===== config.mk =====
export PLATFORM = sky130hd
export DESIGN_NAME = tmu_scanline
export DESIGN_NICKNAME = d
export VERILOG_FILES = /design/src/design/tmu_scan_pkg.sv /design/src/design/tmu_scan_if.sv /design/src/design/tmu_scandivops.sv /design/src/design/tmu_scandiv_lane.sv /design/src/design/tmu_scanwalk.sv /design/src/design/tmu_scanline.sv
export VERILOG_INCLUDE_DIRS = /design/src /design/src/design
export SDC_FILE = /design/constraint.sdc
export NUM_CORES = 1
export LEC_CHECK = 0
export BUFFER_PORTS_ARGS = -buffer_cell sky130_fd_sc_hd__buf_2
export CELL_PAD_IN_SITES_DETAIL_PLACEMENT = 2
export CELL_PAD_IN_SITES_GLOBAL_PLACEMENT = 2
export CORE_MARGIN = 4
export CORE_UTILIZATION = 44
export DETAILED_ROUTE_END_ITERATION = 10
export PLACE_DENSITY = 0.9
export REMOVE_ABC_BUFFERS = 1
export SLEW_MARGIN = 20
export SYNTH_ARGS = -nofsm -noshare
export SYNTH_HDL_FRONTEND = slang
export SYNTH_HIERARCHICAL = 1
export SYNTH_SLANG_ARGS = --single-unit

===== constraint.sdc =====
create_clock -name sys_clk -period 21.5 [get_ports sys_clk]
set_clock_uncertainty 0.1 [all_clocks]
set_input_delay 4.3 -clock sys_clk [delete_from_list [all_inputs] [get_ports sys_clk]]
set_output_delay 4.3 -clock sys_clk [all_outputs]
set_load 0.005 [all_outputs]

===== src/design/tmu_scan_macros.svh =====
// Width and size constants of the texture mapping scanline stage.
// Include this file in any unit that sizes coordinates, deltas or lanes.
`ifndef TMU_SCAN_MACROS_SVH
`define TMU_SCAN_MACROS_SVH

// signed screen and texture coordinates, 0 to 2047 in practice
`define TMU_COORD_W 12

// unsigned width of the absolute deltas, the divisor and the quotients
`define TMU_DELTA_W 11

// one divider lane per texture axis, lane 0 is U and lane 1 is V
`define TMU_NLANES 2

// a restoring divider retires one quotient bit per cycle
`define TMU_DIV_STEPS `TMU_DELTA_W

`endif


===== src/design/tmu_scan_pkg.sv =====
// Shared types of the scanline stage: the coordinate type and the FSM states.
// Units refer to these by scoped names, tmu_scan_pkg::coord_t and so on.
`include "tmu_scan_macros.svh"

package tmu_scan_pkg;

	// one coordinate as it travels through the stage, signed like the span inputs
	typedef logic signed [`TMU_COORD_W-1:0] coord_t;

	// divider lane sequencing
	typedef enum logic [1:0] {
		DIV_IDLE = 2'd0, // waiting for a span, ready for the next load
		DIV_RUN  = 2'd1, // shifting and subtracting, one quotient bit per cycle
		DIV_DONE = 2'd2  // quotient and remainder offered to the walker
	} div_state_e;

	// span walker sequencing
	typedef enum logic [1:0] {
		WALK_IDLE = 2'd0, // no span held
		WALK_WAIT = 2'd1, // span latched, quotients still being computed
		WALK_RUN  = 2'd2  // emitting one point per accepted cycle
	} walk_state_e;

endpackage


===== src/design/tmu_scan_if.sv =====
// Internal hand-offs of the scanline stage.
// tmu_span_if carries a set-up span to the lanes and the walker, with one ack
// formed at the top level. tmu_quot_if returns one lane's division result.
`timescale 1ns/1ps
`include "tmu_scan_macros.svh"

interface tmu_span_if;
	logic stb; // span register holds a valid span
	logic ack; // every lane and the walker are idle
	tmu_scan_pkg::coord_t y; // pass-through fields for the walker
	tmu_scan_pkg::coord_t s_x;
	tmu_scan_pkg::coord_t s_u;
	tmu_scan_pkg::coord_t s_v;
	tmu_scan_pkg::coord_t e_x;
	logic [`TMU_NLANES-1:0] sign; // high when the axis counts up along the span
	logic [`TMU_NLANES-1:0][`TMU_DELTA_W-1:0] delta; // absolute dividend per lane
	logic [`TMU_DELTA_W-1:0] divisor; // span length in pixels, never zero

	modport src (
		output stb, y, s_x, s_u, s_v, e_x, sign, delta, divisor,
		input  ack
	);

	modport snk (
		input stb, ack, y, s_x, s_u, s_v, e_x, sign, delta, divisor
	);
endinterface

interface tmu_quot_if;
	logic stb; // result valid, held until ack
	logic ack; // walker takes the result
	logic [`TMU_DELTA_W-1:0] quotient;
	logic [`TMU_DELTA_W-1:0] remainder;

	modport src (
		output stb, quotient, remainder,
		input  ack
	);

	modport snk (
		input  stb, quotient, remainder,
		output ack
	);
endinterface


===== src/design/tmu_scandivops.sv =====
// Setup register of the scanline stage. It accepts a raw span and one cycle
// later offers the pass-through fields, per-axis signs, absolute deltas and the
// common divisor. Two spans can overlap, as this register refills while the
// lanes and the walker work on the previous one.
`timescale 1ns/1ps
`include "tmu_scan_macros.svh"

module tmu_scandivops (
	input  logic                 sys_clk,
	input  logic                 sys_rst,
	input  logic                 pipe_stb_i,
	output logic                 pipe_ack_o,
	input  tmu_scan_pkg::coord_t y0_i,
	input  tmu_scan_pkg::coord_t s_x0_i,
	input  tmu_scan_pkg::coord_t s_u0_i,
	input  tmu_scan_pkg::coord_t s_v0_i,
	input  tmu_scan_pkg::coord_t e_x0_i,
	input  tmu_scan_pkg::coord_t e_u0_i,
	input  tmu_scan_pkg::coord_t e_v0_i,
	tmu_span_if.src              span,
	output logic                 busy_o
);

	logic en; // register loads this cycle
	logic s1_valid_q; // register holds a span

	// coordinates are bounded to 0..2047 so the difference fits the delta width
	function automatic logic [`TMU_DELTA_W-1:0] abs_delta(input tmu_scan_pkg::coord_t s,
		input tmu_scan_pkg::coord_t e);
		tmu_scan_pkg::coord_t diff;
		diff = (e > s) ? (e - s) : (s - e);
		return diff[`TMU_DELTA_W-1:0];
	endfunction

	assign en = pipe_ack_o;
	assign pipe_ack_o = !s1_valid_q || span.ack; // empty, or the content leaves now

	always_ff @(posedge sys_clk) begin
		if (sys_rst) begin
			s1_valid_q <= 1'b0;
		end else if (en) begin
			s1_valid_q <= pipe_stb_i; // a bubble goes in when no span is offered
		end
	end

	always_ff @(posedge sys_clk) begin
		if (en) begin
			span.y <= y0_i;
			span.s_x <= s_x0_i;
			span.s_u <= s_u0_i;
			span.s_v <= s_v0_i;
			span.e_x <= e_x0_i;
			span.sign[0] <= e_u0_i > s_u0_i; // equal endpoints step by zero either way
			span.sign[1] <= e_v0_i > s_v0_i;
			span.delta[0] <= abs_delta(s_u0_i, e_u0_i);
			span.delta[1] <= abs_delta(s_v0_i, e_v0_i);
			span.divisor <= (e_x0_i != s_x0_i) ? abs_delta(s_x0_i, e_x0_i)
				: `TMU_DELTA_W'(1); // one-pixel span divides by one
		end
	end

	assign span.stb = s1_valid_q;
	assign busy_o = s1_valid_q;

	// an offered span stays up with unchanged fields until this register takes it
	a_span_hold: assert property (@(posedge sys_clk) disable iff (sys_rst)
		pipe_stb_i && !pipe_ack_o |=> pipe_stb_i
		&& $stable({y0_i, s_x0_i, s_u0_i, s_v0_i, e_x0_i, e_u0_i, e_v0_i}));

	// spans run left to right and every coordinate is non-negative
	a_span_pre: assert property (@(posedge sys_clk) disable iff (sys_rst)
		pipe_stb_i && pipe_ack_o |-> e_x0_i >= s_x0_i
		&& !y0_i[`TMU_COORD_W-1] && !s_x0_i[`TMU_COORD_W-1] && !e_x0_i[`TMU_COORD_W-1]
		&& !s_u0_i[`TMU_COORD_W-1] && !e_u0_i[`TMU_COORD_W-1]
		&& !s_v0_i[`TMU_COORD_W-1] && !e_v0_i[`TMU_COORD_W-1]);

endmodule


===== src/design/tmu_scandiv_lane.sv =====
// One sequential divider lane. It loads its delta and the common divisor when a
// span is accepted, runs a restoring shift-subtract loop for one cycle per
// quotient bit and holds quotient and remainder until the walker acks.
// Instantiate once per texture axis with LANE selecting the dividend.
`timescale 1ns/1ps
`include "tmu_scan_macros.svh"

module tmu_scandiv_lane #(
	parameter int unsigned LANE = 0
) (
	input  logic    sys_clk,
	input  logic    sys_rst,
	tmu_span_if.snk span,
	output logic    ready_o,
	tmu_quot_if.src quot,
	output logic    busy_o
);

	localparam int unsigned STEPS = `TMU_DIV_STEPS;
	localparam int unsigned CNT_W = $clog2(STEPS);

	tmu_scan_pkg::div_state_e state_q;
	logic [CNT_W-1:0] step_q; // quotient bits retired so far
	logic [`TMU_DELTA_W-1:0] quo_q; // dividend shifts out the top, quotient in the bottom
	logic [`TMU_DELTA_W-1:0] rem_q; // partial remainder, always below the divisor
	logic [`TMU_DELTA_W-1:0] div_q;
	logic [`TMU_DELTA_W:0] trial; // partial remainder with the next dividend bit
	logic [`TMU_DELTA_W:0] diff;
	logic fits; // divisor goes into the trial value
	logic load;

	assign load = span.stb && span.ack; // ack already implies this lane is idle
	assign trial = {rem_q, quo_q[`TMU_DELTA_W-1]};
	assign diff = trial - {1'b0, div_q};
	assign fits = trial >= {1'b0, div_q};

	always_ff @(posedge sys_clk) begin
		if (sys_rst) begin
			state_q <= tmu_scan_pkg::DIV_IDLE;
			step_q <= '0;
		end else begin
			unique case (state_q)
				tmu_scan_pkg::DIV_IDLE: begin
					if (load) begin
						state_q <= tmu_scan_pkg::DIV_RUN;
						step_q <= '0;
					end
				end
				tmu_scan_pkg::DIV_RUN: begin
					step_q <= step_q + 1'b1;
					if (step_q == CNT_W'(STEPS - 1))
						state_q <= tmu_scan_pkg::DIV_DONE; // last bit retires this cycle
				end
				tmu_scan_pkg::DIV_DONE: begin
					if (quot.ack)
						state_q <= tmu_scan_pkg::DIV_IDLE;
				end
				default: state_q <= tmu_scan_pkg::DIV_IDLE;
			endcase
		end
	end

	always_ff @(posedge sys_clk) begin
		if (load) begin
			quo_q <= span.delta[LANE];
			rem_q <= '0;
			div_q <= span.divisor;
		end else if (state_q == tmu_scan_pkg::DIV_RUN) begin
			if (fits) begin
				rem_q <= diff[`TMU_DELTA_W-1:0]; // result stays below the divisor
				quo_q <= {quo_q[`TMU_DELTA_W-2:0], 1'b1};
			end else begin
				rem_q <= trial[`TMU_DELTA_W-1:0]; // restore, the top bit is zero here
				quo_q <= {quo_q[`TMU_DELTA_W-2:0], 1'b0};
			end
		end
	end

	assign quot.stb = state_q == tmu_scan_pkg::DIV_DONE;
	assign quot.quotient = quo_q;
	assign quot.remainder = rem_q;
	assign ready_o = state_q == tmu_scan_pkg::DIV_IDLE;
	assign busy_o = state_q != tmu_scan_pkg::DIV_IDLE;

	// the walker's error wrap relies on a proper remainder
	a_rem_lt_div: assert property (@(posedge sys_clk) disable iff (sys_rst)
		quot.stb |-> quot.remainder < div_q);

endmodule


===== src/design/tmu_scanwalk.sv =====
// Span walker. It latches a span on the accept cycle, waits until every lane
// offers its quotient, then emits one point per accepted output cycle from S_X
// to E_X. Each axis steps by its quotient and one extra unit whenever the
// accumulated remainder reaches the divisor, which gives the floor rule.
`timescale 1ns/1ps
`include "tmu_scan_macros.svh"

module tmu_scanwalk (
	input  logic                 sys_clk,
	input  logic                 sys_rst,
	tmu_span_if.snk              span,
	output logic                 ready_o,
	tmu_quot_if.snk              quot [`TMU_NLANES],
	output logic                 pipe_stb_o,
	input  logic                 pipe_ack_i,
	output tmu_scan_pkg::coord_t x_o,
	output tmu_scan_pkg::coord_t y_o,
	output tmu_scan_pkg::coord_t u_o,
	output tmu_scan_pkg::coord_t v_o,
	output logic                 last_o,
	output logic                 busy_o
);

	tmu_scan_pkg::walk_state_e state_q;
	tmu_scan_pkg::coord_t x_q, y_q, e_x_q;
	tmu_scan_pkg::coord_t pos_q [`TMU_NLANES]; // current U and V
	tmu_scan_pkg::coord_t pos_nxt [`TMU_NLANES];
	logic [`TMU_NLANES-1:0] sign_q;
	logic [`TMU_DELTA_W-1:0] div_q;
	logic [`TMU_NLANES-1:0][`TMU_DELTA_W-1:0] quo_q, rem_q, err_q, err_nxt;
	logic [`TMU_NLANES-1:0][`TMU_DELTA_W-1:0] lane_quo, lane_rem;
	logic [`TMU_NLANES-1:0] lane_stb;
	logic all_ack; // every lane result taken this cycle
	logic fire; // current point accepted downstream

	// interface arrays need constant indices, so flatten the lane results here
	for (genvar i = 0; i < `TMU_NLANES; i++) begin : g_lane
		assign lane_stb[i] = quot[i].stb;
		assign lane_quo[i] = quot[i].quotient;
		assign lane_rem[i] = quot[i].remainder;
		assign quot[i].ack = all_ack; // all lanes are released together
	end

	assign all_ack = (state_q == tmu_scan_pkg::WALK_WAIT) && (&lane_stb);
	assign pipe_stb_o = state_q == tmu_scan_pkg::WALK_RUN;
	assign fire = pipe_stb_o && pipe_ack_i;
	assign last_o = x_q == e_x_q;

	always_comb begin
		logic [`TMU_DELTA_W:0] sum;
		tmu_scan_pkg::coord_t step;
		for (int i = 0; i < `TMU_NLANES; i++) begin
			sum = {1'b0, err_q[i]} + {1'b0, rem_q[i]}; // below twice the divisor
			step = tmu_scan_pkg::coord_t'({1'b0, quo_q[i]});
			err_nxt[i] = sum[`TMU_DELTA_W-1:0];
			if (sum >= {1'b0, div_q}) begin
				err_nxt[i] = sum[`TMU_DELTA_W-1:0] - div_q; // wrap and carry one unit
				step = step + 1'b1;
			end
			pos_nxt[i] = sign_q[i] ? pos_q[i] + step : pos_q[i] - step;
		end
	end

	always_ff @(posedge sys_clk) begin
		if (sys_rst) begin
			state_q <= tmu_scan_pkg::WALK_IDLE;
		end else begin
			unique case (state_q)
				tmu_scan_pkg::WALK_IDLE: if (span.stb && span.ack) state_q <= tmu_scan_pkg::WALK_WAIT;
				tmu_scan_pkg::WALK_WAIT: if (all_ack) state_q <= tmu_scan_pkg::WALK_RUN;
				tmu_scan_pkg::WALK_RUN: if (fire && last_o) state_q <= tmu_scan_pkg::WALK_IDLE;
				default: state_q <= tmu_scan_pkg::WALK_IDLE;
			endcase
		end
	end

	always_ff @(posedge sys_clk) begin
		if (state_q == tmu_scan_pkg::WALK_IDLE && span.stb && span.ack) begin
			x_q <= span.s_x; // first point sits at the start endpoint
			y_q <= span.y;
			e_x_q <= span.e_x;
			pos_q[0] <= span.s_u;
			pos_q[1] <= span.s_v;
			sign_q <= span.sign;
			div_q <= span.divisor;
		end else if (all_ack) begin
			quo_q <= lane_quo;
			rem_q <= lane_rem;
			err_q <= '0;
		end else if (fire && !last_o) begin
			x_q <= x_q + 1'b1;
			err_q <= err_nxt;
			for (int i = 0; i < `TMU_NLANES; i++)
				pos_q[i] <= pos_nxt[i];
		end
	end

	assign x_o = x_q;
	assign y_o = y_q;
	assign u_o = pos_q[0];
	assign v_o = pos_q[1];
	assign ready_o = state_q == tmu_scan_pkg::WALK_IDLE;
	assign busy_o = state_q != tmu_scan_pkg::WALK_IDLE;

	// the walk stops on the end point, so X never overshoots it
	a_x_in_span: assert property (@(posedge sys_clk) disable iff (sys_rst)
		pipe_stb_o |-> x_o <= e_x_q);

endmodule


===== src/design/tmu_scanline.sv =====
// Scanline stage of the texture mapping unit. A span with row Y and two
// endpoints goes in through the stb/ack handshake, and textured points with
// X, Y, U and V come out one per accepted cycle, last_o marking the end point.
// Setup register, divider lanes and walker are wired through interfaces here.
`timescale 1ns/1ps
`include "tmu_scan_macros.svh"

module tmu_scanline (
	input  logic                 sys_clk,
	input  logic                 sys_rst,
	input  logic                 pipe_stb_i,
	output logic                 pipe_ack_o,
	input  tmu_scan_pkg::coord_t y0_i,
	input  tmu_scan_pkg::coord_t s_x0_i,
	input  tmu_scan_pkg::coord_t s_u0_i,
	input  tmu_scan_pkg::coord_t s_v0_i,
	input  tmu_scan_pkg::coord_t e_x0_i,
	input  tmu_scan_pkg::coord_t e_u0_i,
	input  tmu_scan_pkg::coord_t e_v0_i,
	output logic                 pipe_stb_o,
	input  logic                 pipe_ack_i,
	output tmu_scan_pkg::coord_t x_o,
	output tmu_scan_pkg::coord_t y_o,
	output tmu_scan_pkg::coord_t u_o,
	output tmu_scan_pkg::coord_t v_o,
	output logic                 last_o,
	output logic                 busy_o
);

	tmu_span_if span_if ();
	tmu_quot_if quot_if [`TMU_NLANES] ();

	logic divops_busy;
	logic walk_busy;
	logic walk_ready;
	logic [`TMU_NLANES-1:0] lane_ready;
	logic [`TMU_NLANES-1:0] lane_busy;

	// a span moves on only when every consumer is idle, so all load together
	assign span_if.ack = (&lane_ready) && walk_ready;

	tmu_scandivops i_divops (
		.sys_clk    (sys_clk),
		.sys_rst    (sys_rst),
		.pipe_stb_i (pipe_stb_i),
		.pipe_ack_o (pipe_ack_o),
		.y0_i       (y0_i),
		.s_x0_i     (s_x0_i),
		.s_u0_i     (s_u0_i),
		.s_v0_i     (s_v0_i),
		.e_x0_i     (e_x0_i),
		.e_u0_i     (e_u0_i),
		.e_v0_i     (e_v0_i),
		.span       (span_if),
		.busy_o     (divops_busy)
	);

	for (genvar i = 0; i < `TMU_NLANES; i++) begin : g_div
		tmu_scandiv_lane #(
			.LANE (i)
		) i_lane (
			.sys_clk (sys_clk),
			.sys_rst (sys_rst),
			.span    (span_if),
			.ready_o (lane_ready[i]),
			.quot    (quot_if[i]),
			.busy_o  (lane_busy[i])
		);
	end

	tmu_scanwalk i_walk (
		.sys_clk    (sys_clk),
		.sys_rst    (sys_rst),
		.span       (span_if),
		.ready_o    (walk_ready),
		.quot       (quot_if),
		.pipe_stb_o (pipe_stb_o),
		.pipe_ack_i (pipe_ack_i),
		.x_o        (x_o),
		.y_o        (y_o),
		.u_o        (u_o),
		.v_o        (v_o),
		.last_o     (last_o),
		.busy_o     (walk_busy)
	);

	assign busy_o = divops_busy || (|lane_busy) || walk_busy; // any span still in flight

endmodule


==> metrics.txt <==
multi-input logic area 0.00991 mm²; VDD IR max 0.0666 mV; initial DRC count 1542; layout cells sized above 1 15.4%; Area contributors post-synth edfxtp_1 42%, ha_1 10%, xnor2_1 4.0%; outcome completed; Max Cap Violations 0; mapped cell area 0.0199 mm²; crit-path max cell delay 480 ps; Leak 9.24 nW; post-CTS setup buffers 0; Slew @ Worst Pin 1110 ps; remaining global-route overflow 0; Async SR Flop Fraction 0%; Antenna Nets Post-Route 0; Reg2Reg Depth 34; share of the synthesized area in the top cell type 42.0%; Register Area 0.00909 mm²; Max Slew Vio Count 0; fmax 114 MHz; Detail Placement HPWL 52500 µm; synth warn 6; FP Rows 77; first-pass GRT wire length 123000 µm; Slew headroom 25.7%; number of synthesized flops with an enable pin 278; Fill cells 4352; Hold Vio Cnt, Final 0; Clock Tree Root clkbuf_16; Startpoint Class register; worst hold path depth 0; Seq/Total Area, Yosys 45.8%; core area 0.0444 mm²; via/cell ratio 6.35; Final min period 8800 ps; nets@finish 2240; Netlist cell types 95; vias in the first global route 18358; clock slew at reported path FFs 70 ps; R2R setup slack 12700 ps; die height 220 µm; Synth area leader edfxtp_1; reg2reg end i_walk/pos_q[0][11]$_DFFE_PP_; synthesis-to-finish area growth 12.4%; Critical Path RT 21710 ps; Skew-Pair Late Insertion Delay 560 ps; Slowest-stage cell, CP a21oi_2; worst hold endpoint i_walk/e_x_q[5]$_DFFE_PP_; setup violators final 0; Detailed Routing Iterations Pass 1 5; Die ar. 0.0486 mm²; worst reg2reg startpoint i_walk/rem_q[0]$_DFFE_PP_; RSZ-0062 raised after global routing false; crit end category register; initial core utilization 44.7%; DR WL/cell 32.0 µm; H-tree Lvls 2; overall via count from detail_route 16477; final worst path period share 40.9%; Main synth FF type edfxtp_1; GRT Util Overall 33.7%; critical path's most frequent cell a21oi_1; clock sink count 315; Die X 220 µm; Yosys reg bits 315; buffer depth of the longest clock path 3; Final Wtd Congestion 0.854; setup TNS 0 ps; WHS 319 ps; I/O pin count 140; Avg Inst Size Synth 10.8 µm²; Pwr Density 96.2 mW/mm²; DRT Wirelength 82900 µm; Worst EP arrival 9010 ps; Synth Instances 1842; # hold bufs at CTS 0; final routed DRC violation total 0; Inserted Clock Buffers 38; Hold Startpoint i_divops/span.e_x[5]$_DFFE_PP_; CTS resizes 0; antenna violations before repair 4; Worst Hold Class register to register; largest net degree at the start of global routing 71; port buffer count 139; Crit Path Class register to register; CTS tree yes; Crit Path Max Fanout 16
per-stage QoR:
step                power [mW]  std cells  setup WS [ps]  instance area, µm²  util [%]
finish                    2.15       2594          12700               22300      50.3
global route              2.21       2592          12230               22300      50.3
CTS                       2.13       2591          12790               22300      50.2
detailed placement        1.41       2524          13190               21100      47.5
global placement          1.34       2524          13960               21100      47.5
floorplan                 1.20       1783          13820               19600         -
critical path, delay by kind of cell, from the launching register on:
kind	cells	cell delay, ps
buffers and inverters	1	80
AND/OR/NAND/NOR	6	1360
multiplexers	1	290
AO/OA/AOI/OAI	15	3150
adder cells (fa/ha/maj)	5	1620
flip-flops	1	390
XOR/XNOR	6	1580
layout by cell type (no fill, tap or decap), types with 6 or more instances in the layout:
| cell type | Yosys | routed |
|---|---|---|
| xnor2_1 | 91 | 91 |
| nand3_1 | 36 | 36 |
| nor2_1 | 120 | 118 |
| a21o_1 | 31 | 31 |
| nor3_1 | 25 | 25 |
| inv_1 | 158 | 156 |
| dfxtp_1 | 37 | 37 |
| edfxtp_1 | 278 | 278 |
| clkbuf_16 | 0 | 39 |
| a21oi_1 | 144 | 143 |
| o21a_1 | 10 | 10 |
| o21ai_0 | 79 | 79 |
| nand2_1 | 119 | 119 |
| buf_4 | 5 | 10 |
| or4_1 | 6 | 6 |
| clkinv_1 | 0 | 10 |
| a31oi_1 | 18 | 18 |
| nor2b_1 | 18 | 17 |
| xor2_1 | 55 | 55 |
| a211o_1 | 6 | 6 |
| buf_2 | 13 | 139 |
| and3_1 | 15 | 15 |
| fa_1 | 14 | 14 |
| o211ai_1 | 6 | 6 |
| o21bai_1 | 13 | 13 |
| o31ai_1 | 6 | 6 |
| nand2b_1 | 21 | 20 |
| mux2i_1 | 59 | 59 |
| clkinv_2 | 0 | 6 |
| o21ai_1 | 17 | 17 |
| a22oi_1 | 6 | 6 |
| nand4_1 | 24 | 24 |
| a21boi_0 | 7 | 7 |
| nand3b_1 | 6 | 6 |
| mux2_2 | 44 | 44 |
| or2_2 | 7 | 7 |
| nor4_1 | 9 | 9 |
| a211oi_1 | 27 | 27 |
| ha_1 | 166 | 166 |
logic make-up (layout without fill, tap and decap cells):
kind of cell	count (synthesis)	in the layout	share of synthesized area [%]
DFF	315	315	45.8
buffers and inverters	217	374	4.54
and+or+nand+nor	446	446	11.3
AOI/OAI and AO/OA	433	433	14.5
xor gates and xnor gates	147	147	6.55
other	0	3	0
adders and majority gates	180	180	11.9
muxes	104	104	5.54
per-layer routing:
layer,share of wire [%],global-route usage [%],vias to the layer above,wire (µm)
li1,-,-,6964,-
met1,37,38.4,8467,31000
met4,5.7,16.9,4,4720
met5,0.031,0,-,26
met2,51,60.8,738,42500
met3,5.5,5.90,304,4590
report_power, final:
group	total [mW]	switching, mW	internal [mW]
combinational	0.618	0.398	0.220
clock	0.670	0.290	0.380
sequential	0.859	0.0875	0.772
total	2.15	0.776	1.37
final cells by class:
type                       count  share of cell area [%]
clock inverter                24                    1.03
clock buffer                  43                    4.44
inverter                     158                    2.66
multi-input combinational   1310                    44.4
antenna                        3                  0.0336
timing repair buffer         149                    3.45
sequential                   315                    40.7
tap                          592                    3.32
cell usage after synthesis, types with 9 or more instances:
cell        n
ha_1      166
dfxtp_1    37
nand2_1   119
inv_1     158
nand4_1    24
nand3_1    36
and3_1     15
nand2b_1   21
nor2_1    120
o21ai_0    79
o21a_1     10
xnor2_1    91
a21o_1     31
fa_1       14
o21ai_1    17
a21oi_1   144
a211oi_1   27
mux2i_1    59
o21bai_1   13
nor3_1     25
a31oi_1    18
xor2_1     55
nor2b_1    18
mux2_2     44
buf_2      13
edfxtp_1  278
nor4_1      9
clkbuf_1   30
state kept, by name, indices dropped and copies added (netlist names), 12 cells and up:
name,count
g_div.i_lane/quot.quotient,22
i_walk/quo_q,22
i_walk/pos_q,24
i_divops/span.e_x,12
i_walk/rem_q,22
i_divops/span.delta,22
i_divops/span.y,12
i_divops/span.s_v,12
i_divops/span.s_x,12
i_walk/e_x_q,12
g_div.i_lane/div_q,22
g_div.i_lane/quot.remainder,22
i_walk/err_q,22
i_walk/x_o,12
i_walk/y_o,12
i_divops/span.s_u,12
worst max-delay path by stage:
stage	from	end	slack, ps	cells past startpoint
6_report	i_walk/rem_q[0]$_DFFE_PP_	i_walk/pos_q[0][11]$_DFFE_PP_	12700	34
3_5_place_dp	i_walk/rem_q[0]$_DFFE_PP_	i_walk/pos_q[0][11]$_DFFE_PP_	13190	34
5_1_grt	i_walk/rem_q[0]$_DFFE_PP_	i_walk/pos_q[0][11]$_DFFE_PP_	12230	34
2_1_floorplan	g_div[0].i_lane/state_q[0]$_SDFFE_PP0P_	pipe_ack_o	13820	4
3_3_place_gp	i_walk/rem_q[0]$_DFFE_PP_	i_walk/pos_q[0][11]$_DFFE_PP_	13960	33
4_1_cts	i_walk/rem_q[0]$_DFFE_PP_	i_walk/pos_q[0][11]$_DFFE_PP_	12790	34
(Power assumes the default switching activity.)
